File: config.mk
export PLATFORM = sky130hd
export DESIGN_NAME = vector_sequencer
export DESIGN_NICKNAME = d
export VERILOG_FILES = /design/src/logic/seq_pkg.sv /design/src/logic/vinsn_tracker.sv /design/src/logic/vreg_access_list.sv /design/src/logic/unit_queue_counter.sv /design/src/logic/issue_fsm.sv /design/src/logic/vector_sequencer.sv
export SDC_FILE = /design/constraint.sdc
export NUM_CORES = 1
export LEC_CHECK = 0
export BUFFER_PORTS_ARGS = -buffer_cell sky130_fd_sc_hd__buf_2
export CAP_MARGIN = 10
export CORE_AREA = 2 2 232 280
export CTS_CLUSTER_SIZE = 24
export DETAILED_ROUTE_END_ITERATION = 8
export DIE_AREA = 0 0 234 282
export GPL_TIMING_DRIVEN = 0
export SYNTH_ARGS = -nofsm -noshare
export SYNTH_HDL_FRONTEND = slang
export SYNTH_HIERARCHICAL = 1
export SYNTH_SLANG_ARGS = --single-unit
File: constraint.sdc
create_clock -name clk_i -period 12.4 [get_ports clk_i]
set_clock_uncertainty 0.1 [all_clocks]
set_input_delay 1.24 -clock clk_i [delete_from_list [all_inputs] [get_ports clk_i]]
set_output_delay 1.24 -clock clk_i [all_outputs]
set_load 0.02 [all_outputs]
File: src/logic/seq_pkg.sv
// Sizes, types and encodings shared by the vector sequencer
// Unit queue depths and the op to unit decode
package seq_pkg;

  //////////////////////////////
  // Instruction IDs
  //////////////////////////////

  // Instructions that may be in flight at once
  localparam int unsigned NrVInsn = 8;

  typedef logic [$clog2(NrVInsn)-1:0] vid_t;

  // One bit per instruction ID
  typedef logic [NrVInsn-1:0] vinsn_mask_t;

  //////////////////////////////
  // Registers and units
  //////////////////////////////

  // Architectural vector registers
  localparam int unsigned NrVRegs = 32;

  typedef logic [$clog2(NrVRegs)-1:0] vreg_t;

  // ALU, multiply/FPU, load unit and store unit
  localparam int unsigned NrUnits = 4;

  typedef enum logic [1:0] {
    UNIT_ALU   = 2'd0,
    UNIT_MFPU  = 2'd1,
    UNIT_LOAD  = 2'd2,
    UNIT_STORE = 2'd3
  } unit_e;

  // Ops come in ranges, one range per unit
  typedef enum logic [3:0] {
    OP_VADD  = 4'd0,
    OP_VSUB  = 4'd1,
    OP_VAND  = 4'd2,
    OP_VOR   = 4'd3,
    OP_VXOR  = 4'd4,
    OP_VMUL  = 4'd5,
    OP_VMACC = 4'd6,
    OP_VFADD = 4'd7,
    OP_VFMUL = 4'd8,
    OP_VLE   = 4'd9,
    OP_VLSE  = 4'd10,
    OP_VSE   = 4'd11,
    OP_VSSE  = 4'd12
  } op_e;

  // Instruction queue depth of each unit
  localparam int unsigned AluQueueDepth   = 4;
  localparam int unsigned MfpuQueueDepth  = 4;
  localparam int unsigned LoadQueueDepth  = 2;
  localparam int unsigned StoreQueueDepth = 2;

  // Wide enough for the deepest queue
  localparam int unsigned QueueCntWidth = 3;

  // Unit that executes a given op
  function automatic unit_e unit_of_op(op_e op);
    unit_e unit;
    case (op) inside
      [OP_VMUL:OP_VFMUL]: unit = UNIT_MFPU;
      [OP_VLE:OP_VLSE]:   unit = UNIT_LOAD;
      [OP_VSE:OP_VSSE]:   unit = UNIT_STORE;
      // ALU range and unused codes
      default:            unit = UNIT_ALU;
    endcase
    return unit;
  endfunction

endpackage

File: src/logic/vinsn_tracker.sv
// Running instruction bitmaps per functional unit
// Lowest free ID search, full and idle flags
`timescale 1ns/100ps

module vinsn_tracker (
  input  logic                                         clk_i,
  input  logic                                         rst_ni,
  // New instruction entering a unit
  input  logic                                         issue_i,
  input  seq_pkg::vid_t                                issue_id_i,
  input  seq_pkg::unit_e                               issue_unit_i,
  // Completion reports, one mask per unit
  input  seq_pkg::vinsn_mask_t [seq_pkg::NrUnits-1:0] unit_done_i,
  // Status
  output seq_pkg::vinsn_mask_t                         running_o,
  output seq_pkg::vid_t                                next_id_o,
  output logic                                         full_o,
  output logic                                         idle_o
);

  // A set bit marks an ID running on that unit
  seq_pkg::vinsn_mask_t [seq_pkg::NrUnits-1:0] unit_running_d, unit_running_q;

  always_comb begin
    unit_running_d = unit_running_q;
    for (int u = 0; u < seq_pkg::NrUnits; u++) begin
      // Retire finished IDs
      unit_running_d[u] = unit_running_q[u] & ~unit_done_i[u];
      // Mark the new ID on its target unit
      if (issue_i && (int'(issue_unit_i) == u)) begin
        unit_running_d[u][issue_id_i] = 1'b1;
      end
    end
  end

  always_ff @(posedge clk_i or negedge rst_ni) begin
    if (!rst_ni) begin
      unit_running_q <= '0;
    end else begin
      unit_running_q <= unit_running_d;
    end
  end

  // Merge the units into one bitmap
  always_comb begin
    running_o = '0;
    for (int u = 0; u < seq_pkg::NrUnits; u++) begin
      running_o |= unit_running_q[u];
    end
  end

  // Scan from the top so the lowest clear bit wins
  always_comb begin
    next_id_o = '0;
    for (int i = seq_pkg::NrVInsn - 1; i >= 0; i--) begin
      if (!running_o[i]) begin
        next_id_o = seq_pkg::vid_t'(i);
      end
    end
  end

  // No free ID left
  assign full_o = &running_o;
  // Nothing in flight
  assign idle_o = ~|running_o;

endmodule

File: src/logic/vreg_access_list.sv
// Last reader and last writer of each vector register
// RAW, WAR and WAW hazard vectors for the incoming request
`timescale 1ns/100ps

module vreg_access_list (
  input  logic                 clk_i,
  input  logic                 rst_ni,
  // Issue of the current request
  input  logic                 issue_i,
  input  seq_pkg::vid_t        issue_id_i,
  // Register operands of the current request
  input  seq_pkg::vreg_t       req_vd_i,
  input  logic                 req_use_vd_i,
  input  seq_pkg::vreg_t       req_vs1_i,
  input  logic                 req_use_vs1_i,
  input  seq_pkg::vreg_t       req_vs2_i,
  input  logic                 req_use_vs2_i,
  // IDs still in flight
  input  seq_pkg::vinsn_mask_t running_i,
  // Hazards against running instructions
  output seq_pkg::vinsn_mask_t hazard_vs1_o,
  output seq_pkg::vinsn_mask_t hazard_vs2_o,
  output seq_pkg::vinsn_mask_t hazard_vd_o
);

  // ID of the last writer and reader per register
  seq_pkg::vid_t wr_vid_q [seq_pkg::NrVRegs];
  seq_pkg::vid_t rd_vid_q [seq_pkg::NrVRegs];
  // Entry written and not yet cleared
  logic [seq_pkg::NrVRegs-1:0] wr_valid_q, rd_valid_q;
  // Entry whose ID is still running
  logic [seq_pkg::NrVRegs-1:0] wr_live, rd_live;

  always_comb begin
    for (int r = 0; r < seq_pkg::NrVRegs; r++) begin
      wr_live[r] = wr_valid_q[r] & running_i[wr_vid_q[r]];
      rd_live[r] = rd_valid_q[r] & running_i[rd_vid_q[r]];
    end
  end

  //////////////////////////////
  // Hazard lookup
  //////////////////////////////

  always_comb begin
    hazard_vs1_o = '0;
    hazard_vs2_o = '0;
    hazard_vd_o  = '0;
    // RAW on the source operands
    if (req_use_vs1_i && wr_live[req_vs1_i]) hazard_vs1_o[wr_vid_q[req_vs1_i]] = 1'b1;
    if (req_use_vs2_i && wr_live[req_vs2_i]) hazard_vs2_o[wr_vid_q[req_vs2_i]] = 1'b1;
    if (req_use_vd_i) begin
      // WAR shows up on both source vectors
      if (rd_live[req_vd_i]) begin
        hazard_vs1_o[rd_vid_q[req_vd_i]] = 1'b1;
        hazard_vs2_o[rd_vid_q[req_vd_i]] = 1'b1;
      end
      // WAW
      if (wr_live[req_vd_i]) hazard_vd_o[wr_vid_q[req_vd_i]] = 1'b1;
    end
  end

  //////////////////////////////
  // List update
  //////////////////////////////

  // Valid bits drop once their ID retires
  always_ff @(posedge clk_i or negedge rst_ni) begin
    if (!rst_ni) begin
      wr_valid_q <= '0;
      rd_valid_q <= '0;
    end else begin
      wr_valid_q <= wr_live;
      rd_valid_q <= rd_live;
      if (issue_i) begin
        if (req_use_vd_i) wr_valid_q[req_vd_i] <= 1'b1;
        if (req_use_vs1_i) rd_valid_q[req_vs1_i] <= 1'b1;
        if (req_use_vs2_i) rd_valid_q[req_vs2_i] <= 1'b1;
      end
    end
  end

  // Owner IDs of the entries
  always_ff @(posedge clk_i) begin
    if (issue_i) begin
      if (req_use_vd_i) wr_vid_q[req_vd_i] <= issue_id_i;
      if (req_use_vs1_i) rd_vid_q[req_vs1_i] <= issue_id_i;
      if (req_use_vs2_i) rd_vid_q[req_vs2_i] <= issue_id_i;
    end
  end

endmodule

File: src/logic/unit_queue_counter.sv
// Occupancy counter of one functional unit queue
`timescale 1ns/100ps

module unit_queue_counter #(
  // Instructions the unit can hold
  parameter int unsigned Depth = 4
) (
  input  logic clk_i,
  input  logic rst_ni,
  // Instruction entering the unit
  input  logic up_i,
  // Instruction leaving the unit
  input  logic down_i,
  output logic full_o
);

  logic [seq_pkg::QueueCntWidth-1:0] cnt_q;

  // Entry and exit on one edge cancel out
  always_ff @(posedge clk_i or negedge rst_ni) begin
    if (!rst_ni) begin
      cnt_q <= '0;
    end else if (up_i && !down_i) begin
      cnt_q <= cnt_q + 1'b1;
    end else if (down_i && !up_i) begin
      cnt_q <= cnt_q - 1'b1;
    end
  end

  // Requests never push past the depth
  assign full_o = (cnt_q == Depth[seq_pkg::QueueCntWidth-1:0]);

endmodule

File: src/logic/issue_fsm.sv
// Accept decision and IDLE/WAIT state machine
// Registered issue strobe and address generation response
`timescale 1ns/100ps

module issue_fsm (
  input  logic                        clk_i,
  input  logic                        rst_ni,
  // Dispatcher request
  input  logic                        req_valid_i,
  input  seq_pkg::op_e                req_op_i,
  input  seq_pkg::vreg_t              req_vd_i,
  input  seq_pkg::vreg_t              req_vs1_i,
  input  seq_pkg::vreg_t              req_vs2_i,
  input  logic                        req_use_vd_i,
  input  logic                        req_use_vs1_i,
  input  logic                        req_use_vs2_i,
  output logic                        req_ready_o,
  // Resource status
  input  seq_pkg::vid_t               next_id_i,
  input  logic                        ids_full_i,
  input  logic [seq_pkg::NrUnits-1:0] unit_full_i,
  // Hazards of the current request
  input  seq_pkg::vinsn_mask_t        hazard_vs1_i,
  input  seq_pkg::vinsn_mask_t        hazard_vs2_i,
  input  seq_pkg::vinsn_mask_t        hazard_vd_i,
  // Address generation
  input  logic                        addrgen_ack_i,
  input  logic                        addrgen_error_i,
  // Issue to the tracker, access list and counters
  output logic                        issue_o,
  output seq_pkg::unit_e              issue_unit_o,
  // Issue strobe towards the units
  output logic                        pe_req_valid_o,
  output seq_pkg::vid_t               pe_req_id_o,
  output seq_pkg::op_e                pe_req_op_o,
  output seq_pkg::unit_e              pe_req_unit_o,
  output seq_pkg::vreg_t              pe_req_vd_o,
  output seq_pkg::vreg_t              pe_req_vs1_o,
  output seq_pkg::vreg_t              pe_req_vs2_o,
  output seq_pkg::vinsn_mask_t        hazard_vs1_o,
  output seq_pkg::vinsn_mask_t        hazard_vs2_o,
  output seq_pkg::vinsn_mask_t        hazard_vd_o,
  // Dispatcher response
  output logic                        resp_valid_o,
  output logic                        resp_error_o
);

  // WAIT holds off requests until the address generation answers
  typedef enum logic {IDLE, WAIT} state_e;
  state_e state_d, state_q;

  seq_pkg::unit_e req_unit;
  logic           no_src;
  logic           any_hazard;
  logic           is_mem;

  //////////////////////////////
  // Accept decision
  //////////////////////////////

  assign req_unit     = seq_pkg::unit_of_op(req_op_i);
  assign issue_unit_o = req_unit;

  // Ops with no source operand only go when hazard free
  assign no_src     = !req_use_vs1_i && !req_use_vs2_i;
  assign any_hazard = |{hazard_vs1_i, hazard_vs2_i, hazard_vd_i};

  assign req_ready_o = (state_q == IDLE) && !ids_full_i && !unit_full_i[req_unit] &&
                       !(no_src && any_hazard);
  assign issue_o     = req_valid_i && req_ready_o;

  // Loads and stores wait for the address acknowledge
  assign is_mem = (req_unit == seq_pkg::UNIT_LOAD) || (req_unit == seq_pkg::UNIT_STORE);

  //////////////////////////////
  // State machine
  //////////////////////////////

  always_comb begin
    state_d      = state_q;
    resp_valid_o = 1'b0;
    resp_error_o = 1'b0;
    case (state_q)
      IDLE: begin
        if (issue_o && is_mem) state_d = WAIT;
      end
      WAIT: begin
        // Answer in the acknowledge cycle
        if (addrgen_ack_i) begin
          state_d      = IDLE;
          resp_valid_o = 1'b1;
          resp_error_o = addrgen_error_i;
        end
      end
      default: state_d = IDLE;
    endcase
  end

  always_ff @(posedge clk_i or negedge rst_ni) begin
    if (!rst_ni) begin
      state_q        <= IDLE;
      pe_req_valid_o <= 1'b0;
    end else begin
      state_q        <= state_d;
      // Single cycle strobe
      pe_req_valid_o <= issue_o;
    end
  end

  // Issue payload, qualified by pe_req_valid_o
  always_ff @(posedge clk_i) begin
    if (issue_o) begin
      pe_req_id_o   <= next_id_i;
      pe_req_op_o   <= req_op_i;
      pe_req_unit_o <= req_unit;
      pe_req_vd_o   <= req_vd_i;
      pe_req_vs1_o  <= req_vs1_i;
      pe_req_vs2_o  <= req_vs2_i;
      hazard_vs1_o  <= hazard_vs1_i;
      hazard_vs2_o  <= hazard_vs2_i;
      hazard_vd_o   <= hazard_vd_i;
    end
  end

endmodule

File: src/logic/vector_sequencer.sv
// Vector instruction sequencer top level
// Tracker, register access list, unit queue counters and issue FSM
`timescale 1ns/100ps

module vector_sequencer (
  input  logic                                         clk_i,
  input  logic                                         rst_ni,
  // Dispatcher request
  input  logic                                         req_valid_i,
  output logic                                         req_ready_o,
  input  seq_pkg::op_e                                 req_op_i,
  input  seq_pkg::vreg_t                               req_vd_i,
  input  logic                                         req_use_vd_i,
  input  seq_pkg::vreg_t                               req_vs1_i,
  input  logic                                         req_use_vs1_i,
  input  seq_pkg::vreg_t                               req_vs2_i,
  input  logic                                         req_use_vs2_i,
  // Issue strobe towards the units
  output logic                                         pe_req_valid_o,
  output seq_pkg::vid_t                                pe_req_id_o,
  output seq_pkg::op_e                                 pe_req_op_o,
  output seq_pkg::unit_e                               pe_req_unit_o,
  output seq_pkg::vreg_t                               pe_req_vd_o,
  output seq_pkg::vreg_t                               pe_req_vs1_o,
  output seq_pkg::vreg_t                               pe_req_vs2_o,
  output seq_pkg::vinsn_mask_t                         hazard_vs1_o,
  output seq_pkg::vinsn_mask_t                         hazard_vs2_o,
  output seq_pkg::vinsn_mask_t                         hazard_vd_o,
  // Completion per unit
  input  seq_pkg::vinsn_mask_t [seq_pkg::NrUnits-1:0] unit_done_i,
  // Address generation and response
  input  logic                                         addrgen_ack_i,
  input  logic                                         addrgen_error_i,
  output logic                                         resp_valid_o,
  output logic                                         resp_error_o,
  // Status
  output logic                                         idle_o,
  output seq_pkg::vinsn_mask_t                         running_o
);

  seq_pkg::vid_t               next_id;
  logic                        ids_full;
  logic                        issue;
  seq_pkg::unit_e              issue_unit;
  seq_pkg::vinsn_mask_t        req_hazard_vs1, req_hazard_vs2, req_hazard_vd;
  logic [seq_pkg::NrUnits-1:0] unit_full, unit_up, unit_down;

  vinsn_tracker tracker_inst (
    .clk_i       (clk_i),
    .rst_ni      (rst_ni),
    .issue_i     (issue),
    .issue_id_i  (next_id),
    .issue_unit_i(issue_unit),
    .unit_done_i (unit_done_i),
    .running_o   (running_o),
    .next_id_o   (next_id),
    .full_o      (ids_full),
    .idle_o      (idle_o)
  );

  vreg_access_list access_list_inst (
    .clk_i        (clk_i),
    .rst_ni       (rst_ni),
    .issue_i      (issue),
    .issue_id_i   (next_id),
    .req_vd_i     (req_vd_i),
    .req_use_vd_i (req_use_vd_i),
    .req_vs1_i    (req_vs1_i),
    .req_use_vs1_i(req_use_vs1_i),
    .req_vs2_i    (req_vs2_i),
    .req_use_vs2_i(req_use_vs2_i),
    .running_i    (running_o),
    .hazard_vs1_o (req_hazard_vs1),
    .hazard_vs2_o (req_hazard_vs2),
    .hazard_vd_o  (req_hazard_vd)
  );

  //////////////////////////////
  // Unit queue counters
  //////////////////////////////

  // Count up on the target unit and down on any done of that unit
  always_comb begin
    for (int u = 0; u < seq_pkg::NrUnits; u++) begin
      unit_up[u]   = issue && (int'(issue_unit) == u);
      unit_down[u] = |unit_done_i[u];
    end
  end

  unit_queue_counter #(.Depth(seq_pkg::AluQueueDepth)) alu_cnt_inst (
    .clk_i (clk_i),
    .rst_ni(rst_ni),
    .up_i  (unit_up[seq_pkg::UNIT_ALU]),
    .down_i(unit_down[seq_pkg::UNIT_ALU]),
    .full_o(unit_full[seq_pkg::UNIT_ALU])
  );

  unit_queue_counter #(.Depth(seq_pkg::MfpuQueueDepth)) mfpu_cnt_inst (
    .clk_i (clk_i),
    .rst_ni(rst_ni),
    .up_i  (unit_up[seq_pkg::UNIT_MFPU]),
    .down_i(unit_down[seq_pkg::UNIT_MFPU]),
    .full_o(unit_full[seq_pkg::UNIT_MFPU])
  );

  unit_queue_counter #(.Depth(seq_pkg::LoadQueueDepth)) load_cnt_inst (
    .clk_i (clk_i),
    .rst_ni(rst_ni),
    .up_i  (unit_up[seq_pkg::UNIT_LOAD]),
    .down_i(unit_down[seq_pkg::UNIT_LOAD]),
    .full_o(unit_full[seq_pkg::UNIT_LOAD])
  );

  unit_queue_counter #(.Depth(seq_pkg::StoreQueueDepth)) store_cnt_inst (
    .clk_i (clk_i),
    .rst_ni(rst_ni),
    .up_i  (unit_up[seq_pkg::UNIT_STORE]),
    .down_i(unit_down[seq_pkg::UNIT_STORE]),
    .full_o(unit_full[seq_pkg::UNIT_STORE])
  );

  issue_fsm issue_fsm_inst (
    .clk_i          (clk_i),
    .rst_ni         (rst_ni),
    .req_valid_i    (req_valid_i),
    .req_op_i       (req_op_i),
    .req_vd_i       (req_vd_i),
    .req_vs1_i      (req_vs1_i),
    .req_vs2_i      (req_vs2_i),
    .req_use_vd_i   (req_use_vd_i),
    .req_use_vs1_i  (req_use_vs1_i),
    .req_use_vs2_i  (req_use_vs2_i),
    .req_ready_o    (req_ready_o),
    .next_id_i      (next_id),
    .ids_full_i     (ids_full),
    .unit_full_i    (unit_full),
    .hazard_vs1_i   (req_hazard_vs1),
    .hazard_vs2_i   (req_hazard_vs2),
    .hazard_vd_i    (req_hazard_vd),
    .addrgen_ack_i  (addrgen_ack_i),
    .addrgen_error_i(addrgen_error_i),
    .issue_o        (issue),
    .issue_unit_o   (issue_unit),
    .pe_req_valid_o (pe_req_valid_o),
    .pe_req_id_o    (pe_req_id_o),
    .pe_req_op_o    (pe_req_op_o),
    .pe_req_unit_o  (pe_req_unit_o),
    .pe_req_vd_o    (pe_req_vd_o),
    .pe_req_vs1_o   (pe_req_vs1_o),
    .pe_req_vs2_o   (pe_req_vs2_o),
    .hazard_vs1_o   (hazard_vs1_o),
    .hazard_vs2_o   (hazard_vs2_o),
    .hazard_vd_o    (hazard_vd_o),
    .resp_valid_o   (resp_valid_o),
    .resp_error_o   (resp_error_o)
  );

endmodule

==> Word-level counts from Yosys, hierarchy flattened <==
Memory sizes are Yosys's and may differ from the RTL's.
Cells that the tools add are included.
W data, S select, Z words.
{ "totals": {"ff_bits": 158, "latchBits": 0, "ramBits": 192, "mem_bits_ro": 0, "in_bits": 59, "output_inout_bits": 61, "elab_cells": 478, "mem_count": 2} }
{ "classes": {"n_addsub": 8, "n_mul": 0, "n_div": 0, "order_cmp": 87, "n_eq_ne": 9, "n_shift": 0, "mux": 207, "bitwise": 85, "n_reduce_logical": 59} }
{ "memory_table": {"columns": ["name", "depth", "width", "rd", "rd_ports_with_merged_regs", "write_ports", "line_no", "rtl"], "rows": [
  ["access_list_inst.rd_vid_q", 32, 3, 33, 0, 2, "vreg_access_list.sv:28", "seq_pkg::vid_t rd_vid_q [seq_pkg::NrVRegs];"],
  ["access_list_inst.wr_vid_q", 32, 3, 35, 0, 1, "vreg_access_list.sv:27", "seq_pkg::vid_t wr_vid_q [seq_pkg::NrVRegs];"]
]} }
{ "ops": {"columns": ["cell", "count"], "rows": [
  ["$lt A3 B4 Y1 const B", 69],
  ["$bmux W1 S3", 64],
  ["$mux W32", 6],
  ["$mux W8", 12],
  ["$or A32 B32 Y32", 3],
  ["$mux W1", 92],
  ["$or A8 B8 Y8", 9],
  ["$and A1 B1 Y1", 64],
  ["$mux W3", 16],
  ["$reduce_or A8 Y1", 5],
  ["$and A8 B8 Y8", 4],
  ["$logic_and A1 B1 Y1", 32],
  ["$not A8 Y8", 4],
  ["$reduce_or A24 Y1", 1],
  ["$bmux W1 S5", 4],
  ["$lt A5 B6 Y1 const B", 3],
  ["$demux W1 S3", 5],
  ["$demux W1 S5", 3],
  ["$ge A3 B1 Y1 const B", 5],
  ["$ge A5 B1 Y1 const B", 3],
  ["$logic_not A1 Y1", 14],
  ["$add A3 B1 Y3 const B", 4],
  ["$le A4 B4 Y1 const B", 3],
  ["$sub A3 B1 Y3 const B", 4],
  ["other kinds (15)", 26]
]} }

==> Logic depth before layout (Yosys ltp) <==
{ "depth": {"word_depth": 23, "depth_mapped": 27, "ltp_nobuf": 23} }

==> Cells and area by module <==
Netlist, hierarchy kept.
{ "by_module_without_submodules": {"columns": ["module", "instances", "cells_per_inst", "area_per_inst_um2", "seq_area_each_um2"], "rows": [
  ["vreg_access_list", 1, 1470, 18033.5, 7367.1],
  ["issue_fsm", 1, 86, 1745.4, 1491.4],
  ["vinsn_tracker", 1, 141, 1467.7, 800.8],
  ["unit_queue_counter", 4, 13, 163.9, 75.1],
  ["vector_sequencer", 1, 17, 95.1, 0.0]
]} }

==> Worst setup path before layout <==
OpenSTA, ideal clock, no wires.
{ "synth_timing": {"path_kind": "input port to flip-flop", "from": "input req_vd_i[0]", "to": "memory access_list_inst/rd_vid_q[20][0] in the netlist's numbering, enable pin", "setup_time_ns": 0.340, "arrival_time_ns": 8.584, "t_required_ns": 11.960, "path_slack_ns": 3.376, "stages": 19, "n_path_buf": 5, "path_cell_list": "buf_4 buf_4 buf_2 mux4_2 a22oi_1 and4_1 nor2_1 nand2_1 o31ai_1 nor4_1 nand4_1 nor2_1 o31ai_1 nor3_1 clkbuf_1 nand2_1 or3_1 clkbuf_1 o22ai_1"} }
{ "synth_rtl": {"columns": ["item", "line_no", "rtl"], "rows": [
  ["from (decl)", "vector_sequencer.sv:12", "input seq_pkg::vreg_t req_vd_i,"],
  ["to (decl)", "vreg_access_list.sv:28", null]
]} }

==> Worst setup path after layout <==
{ "layout_timing": {"from": "register tracker_inst/unit_running_q[9] in the netlist's numbering", "to": "memory access_list_inst/wr_vid_q[2][2] in the netlist's numbering, enable pin"} }
{ "layout_between": {"elab_chain_cells": 20, "word_cells_on_any_way": 226, "classes_between": "146 x mux; 69 x bitwise; 11 x reduce/logical"} }
{ "layout_rtl": {"columns": ["item", "line_no", "rtl"], "rows": [
  ["from (decl)", "vinsn_tracker.sv:22", "seq_pkg::vinsn_mask_t [seq_pkg::NrUnits-1:0] unit_running_d, unit_running_q;"],
  ["from (signal assigned)", "vinsn_tracker.sv:40", "unit_running_q <= unit_running_d;"],
  ["$or A8 B8 Y8 (*) (3 in a row)", "vinsn_tracker.sv:48", "running_o |= unit_running_q[u];"],
  ["$bmux W1 S3", "vreg_access_list.sv:36", "wr_live[r] = wr_valid_q[r] & running_i[wr_vid_q[r]];"],
  ["$mux W1 (implied by the code)", "vreg_access_list.sv:36", null],
  ["$and A1 B1 Y1", "vreg_access_list.sv:36", null],
  ["$bmux W1 S5", "vreg_access_list.sv:51", "if (req_use_vs2_i && wr_live[req_vs2_i]) hazard_vs2_o[wr_vid_q[req_vs2_i]] = 1'b1;"],
  ["$mux W1 (implied by the code)", "vreg_access_list.sv:51", null],
  ["$logic_and A1 B1 Y1", "vreg_access_list.sv:51", null],
  ["$mux W8", "vreg_access_list.sv:51", null],
  ["(+3 left out)", null, null],
  ["net req_hazard_vs2[5]", "vector_sequencer.sv:45", "seq_pkg::vinsn_mask_t req_hazard_vs1, req_hazard_vs2, req_hazard_vd;"],
  ["$reduce_or A24 Y1 (*)", "issue_fsm.sv:66", "assign any_hazard = |{hazard_vs1_i, hazard_vs2_i, hazard_vd_i};"],
  ["$logic_and A1 B1 Y1 (*)", "issue_fsm.sv:69", "!(no_src && any_hazard);"],
  ["$logic_not A1 Y1 (*)", "issue_fsm.sv:69", null],
  ["$logic_and A1 B1 Y1 (*)", "issue_fsm.sv:68", "assign req_ready_o = (state_q == IDLE) && !ids_full_i && !unit_full_i[req_unit] &&"],
  ["$logic_and A1 B1 Y1 (*)", "issue_fsm.sv:70", "assign issue_o = req_valid_i && req_ready_o;"],
  ["net issue", "vector_sequencer.sv:43", "logic issue;"],
  ["$mux W1 (*)", "vreg_access_list.sv:85", "if (issue_i) begin"],
  ["$mux W1 (implied by the code) (*)", "vreg_access_list.sv:86", "if (req_use_vd_i) wr_vid_q[req_vd_i] <= issue_id_i;"],
  ["to (decl)", "vreg_access_list.sv:27", null]
]} }
The timed path passes the listed nets; every way through them passes the cells marked *. The select of a mux whose other input is x is not followed.

==> results.yml <==
cells_and_area:
  fillers: 5968
  nNetsFinal: 2013
  areaGrowthSynthToFinish_pct: 14.99
  fin_cells: 2803
  layout-drive-gt1-share_pct: 27.40
  fin_area_um2: 25290
  utilization_pct: 40.11
critical_path:
  cpMostUsedCell: "clkbuf_1"
  cp-end-kind: "flip-flop"
  worst_ep_arrival_time_ns: 8.90
  slowest_delay_ns: 1.18
  worst-path-max-fanout: 10
  crit_path_cell_trace: "nor4_2 -> inv_1 -> buf_4 -> clkbuf_1 -> mux2i_1 -> nor3_1 -> o41ai_1 -> nand3b_1 -> a21oi_1 -> o41ai_4 -> nand4_2 -> o31ai_1 -> nor4_1 -> nand4_1 -> nor2_1 -> o31ai_1 -> nor3_2 -> buf_6 -> buf_6 -> clkbuf_1 -> nand4_1 -> clkbuf_1 -> nor2_1"
  worstPathRequired_ns: 12.54
  slowest_stage: "o41ai_1"
  crit_type: "reg -> reg"
  start_kind: "flip-flop"
global_routing:
  grt_start_max_net_pins: 57
  antenna_found_initial: 3
  overflow: 0
  grt_pass1_vias: 18220
  grt_pass1_wl_um: 134100
  track_usage_pct: 28.92
timing:
  post-route-period-util_pct: 70.68
  max_slew_margin_pct: 9.160
  hold_viol_final: 0
  fin_ws_ns: 3.636
  final.setup.tns_ns: 0
  rsz0062_at_grt: "false"
  finalSetupViolations: 0
  timing.hold.ws_ns: 0.3683
  finalMaxSlewViolations: 0
  tightest_slew_ns: 1.345
  fmax_mhz: 114.1
  layout_min_cycle_time_ns: 8.764
place:
  port_buffers: 119
  dp_slack_ns: 3.592
  place_hpwl_um: 69640
  place.gp.congestion: 1.033
  dp_cells: 2727
  placed_area_um2: 23950
drt:
  wl_per_cell_um: 34.00
  drc: 0
  viasPerCell: 6.513
  final_antenna_net_count: 0
  first_iter_violations: 2210
  vias: 18260
  routed_wl_um: 95310
  dr.pass1.iters: 6
power:
  power_density_nw_per_um2: 157.1
  peakVddDrop_v: 0.0001300
  switchingPower_mw: 1.424
  intPower_mw: 2.549
  seq_power_share_pct: 36.9
  pwr-share-clk_pct: 30.9
  p_comb_share_pct: 32.2
  p_leak_nw: 9.381
  swShare_pct: 35.84
  power_mw: 3.974
synth:
  syn_area_per_cell_um2: 12.46
  synth.distinct_cells: 93
  async_flop_share_pct: 31.43
  synth_area_leader_cell: "edfxtp_1"
  ys_ff_latch: 350
  ys_warn_count: 6
  synthTopCellsByArea: "edfxtp_1 33%, mux4_2 16%, dfrtp_1 13%"
  synth_top_area_share_pct: 32.76
  seq_area_frac_synth_pct: 45.28
  synth_flop_cell: "edfxtp_1"
  synth-edff-count: 240
  synth_cells: 1766
  syn_nets: 1833
  synthesis.area_um2: 22000
  synthMostInstantiatedCell: "edfxtp_1"
  yosys-top-cells-count: "240 x edfxtp_1, 158 x mux4_2, 127 x nor2_1"
clock_tree:
  htreeDepth: 2
  holdBufCountCts: 0
  cts_sinks: 350
  clkTransAtPathRegs_ns: 0.06
  numCtsBuffers: 40
  cts_tree: "yes"
  clock_path_buffers: 3
  root_buffer: "clkbuf_16"
  ctsResizeCount: 0
  post_cts_buffers: 0
  insertion_delay_ns: 0.60
run:
  max_cap_violations: 0
floorplanning:
  die_y_um: 282
  die_area_um2: 65990
  die_w_um: 234
  start_util_pct: 34.88
  ios: 120
  fp.coreArea_um2: 63060
  rows: 101
hold_path:
  min_path_type: "reg -> reg"
status:
  status: "completed"
==> registers in the layout, summed over array words and instances (netlist names), 3 cells and up <==
signal / flops
issue_fsm_inst/hazard_vs1_o: 8
issue_fsm_inst/pe_req_vs1_o: 5
access_list_inst/wr_vid_q: 96
issue_fsm_inst/pe_req_id_o: 3
issue_fsm_inst/pe_req_op_o: 4
issue_fsm_inst/hazard_vd_o: 8
tracker_inst/unit_running_q: 32
access_list_inst/rd_vid_q: 96
alu_cnt_inst/cnt_q: 3
issue_fsm_inst/pe_req_vd_o: 5
issue_fsm_inst/pe_req_vs2_o: 5
load_cnt_inst/cnt_q: 3
access_list_inst/rd_valid_q: 32
access_list_inst/wr_valid_q: 32
issue_fsm_inst/hazard_vs2_o: 8
mfpu_cnt_inst/cnt_q: 3
store_cnt_inst/cnt_q: 3
==> metal layers <==
metal  wire [um]  track usage (%)  up-vias
li1            -                -     7390
met4        8920            22.48        0
met3        8995            6.189      378
met5           0                0        -
met1       33460            34.00     9199
met2       43930            46.03     1289
==> worst max-delay path: cells and delay by family, from the launching register on <==
family,cells,cell delay [ns]
and+or+nand+nor,10,3.39
buffers and inverters,7,2.24
AOI/OAI and AO/OA,5,1.96
DFF,1,0.39
muxes,1,0.28
==> path summary, 6_finish.rpt <==
check | cells past startpoint | start | slack (ns) | endpoint
max | 23 | tracker_inst/unit_running_q[9] | 3.64 | access_list_inst/wr_vid_q[2][2]
max in group asynchronous | 2 | rst_ni | 10.88 | access_list_inst/rd_valid_q[17]
min | 1 | mfpu_cnt_inst/cnt_q[2] | 0.37 | mfpu_cnt_inst/cnt_q[2]
min reg2reg | 1 | mfpu_cnt_inst/cnt_q[2] | 0.37 | mfpu_cnt_inst/cnt_q[2]
min in group asynchronous | 1 | rst_ni | 0.54 | tracker_inst/unit_running_q[11]
max reg2reg | 23 | tracker_inst/unit_running_q[9] | 3.64 | access_list_inst/wr_vid_q[2][2]
==> cell type report <==
| cell class | instances | area (um^2) | area share [%] |
|---|---|---|---|
| multi-input combinational | 1194 | 11010 | 43.52 |
| sequential | 350 | 9960 | 39.37 |
| clock buffer | 50 | 1101 | 4.353 |
| tap | 824 | 1031 | 4.076 |
| timing repair buffer | 138 | 879.6 | 3.477 |
| buffer | 149 | 787.0 | 3.111 |
| inverter | 73 | 287.8 | 1.138 |
| clock inverter | 24 | 237.7 | 0.9398 |
| antenna | 1 | 2.502 | 0.009893 |
==> logic make-up after synthesis <==
group	share of synthesized area (%)
adders and majority gates	0.5916
AOI/OAI and AO/OA	10.65
xor gates and xnor gates	0.4778
muxes	24.84
DFF	45.28
buffers and inverters	4.886
and+or+nand+nor	13.28
==> power groups by stage <==
stage	combinational [mW]	clock, mW	sequential [mW]
3_5_place_dp	1.24	0	1.49
6_report	1.28	1.23	1.47
3_3_place_gp	1.17	0	1.52
5_1_grt	1.31	1.28	1.48
2_1_floorplan	0.654	0	1.53
4_1_cts	1.25	1.23	1.47
==> cell usage in the layout (no fill, tap or decap), drive strengths merged, types with 23 or more instances in the layout <==
cell type  instances
edfxtp           240
buf              224
mux4             168
nor2             128
clkbuf           113
dfrtp            110
mux2i            108
nand2             97
o22ai             71
inv               71
a22oi             55
mux2              50
nand4             40
o21ai             40
nor4              35
nand3             33
nand2b            31
nor2b             31
nand3b            24
o31ai             23
No activity file was read; power rests on OpenSTA's default activity.
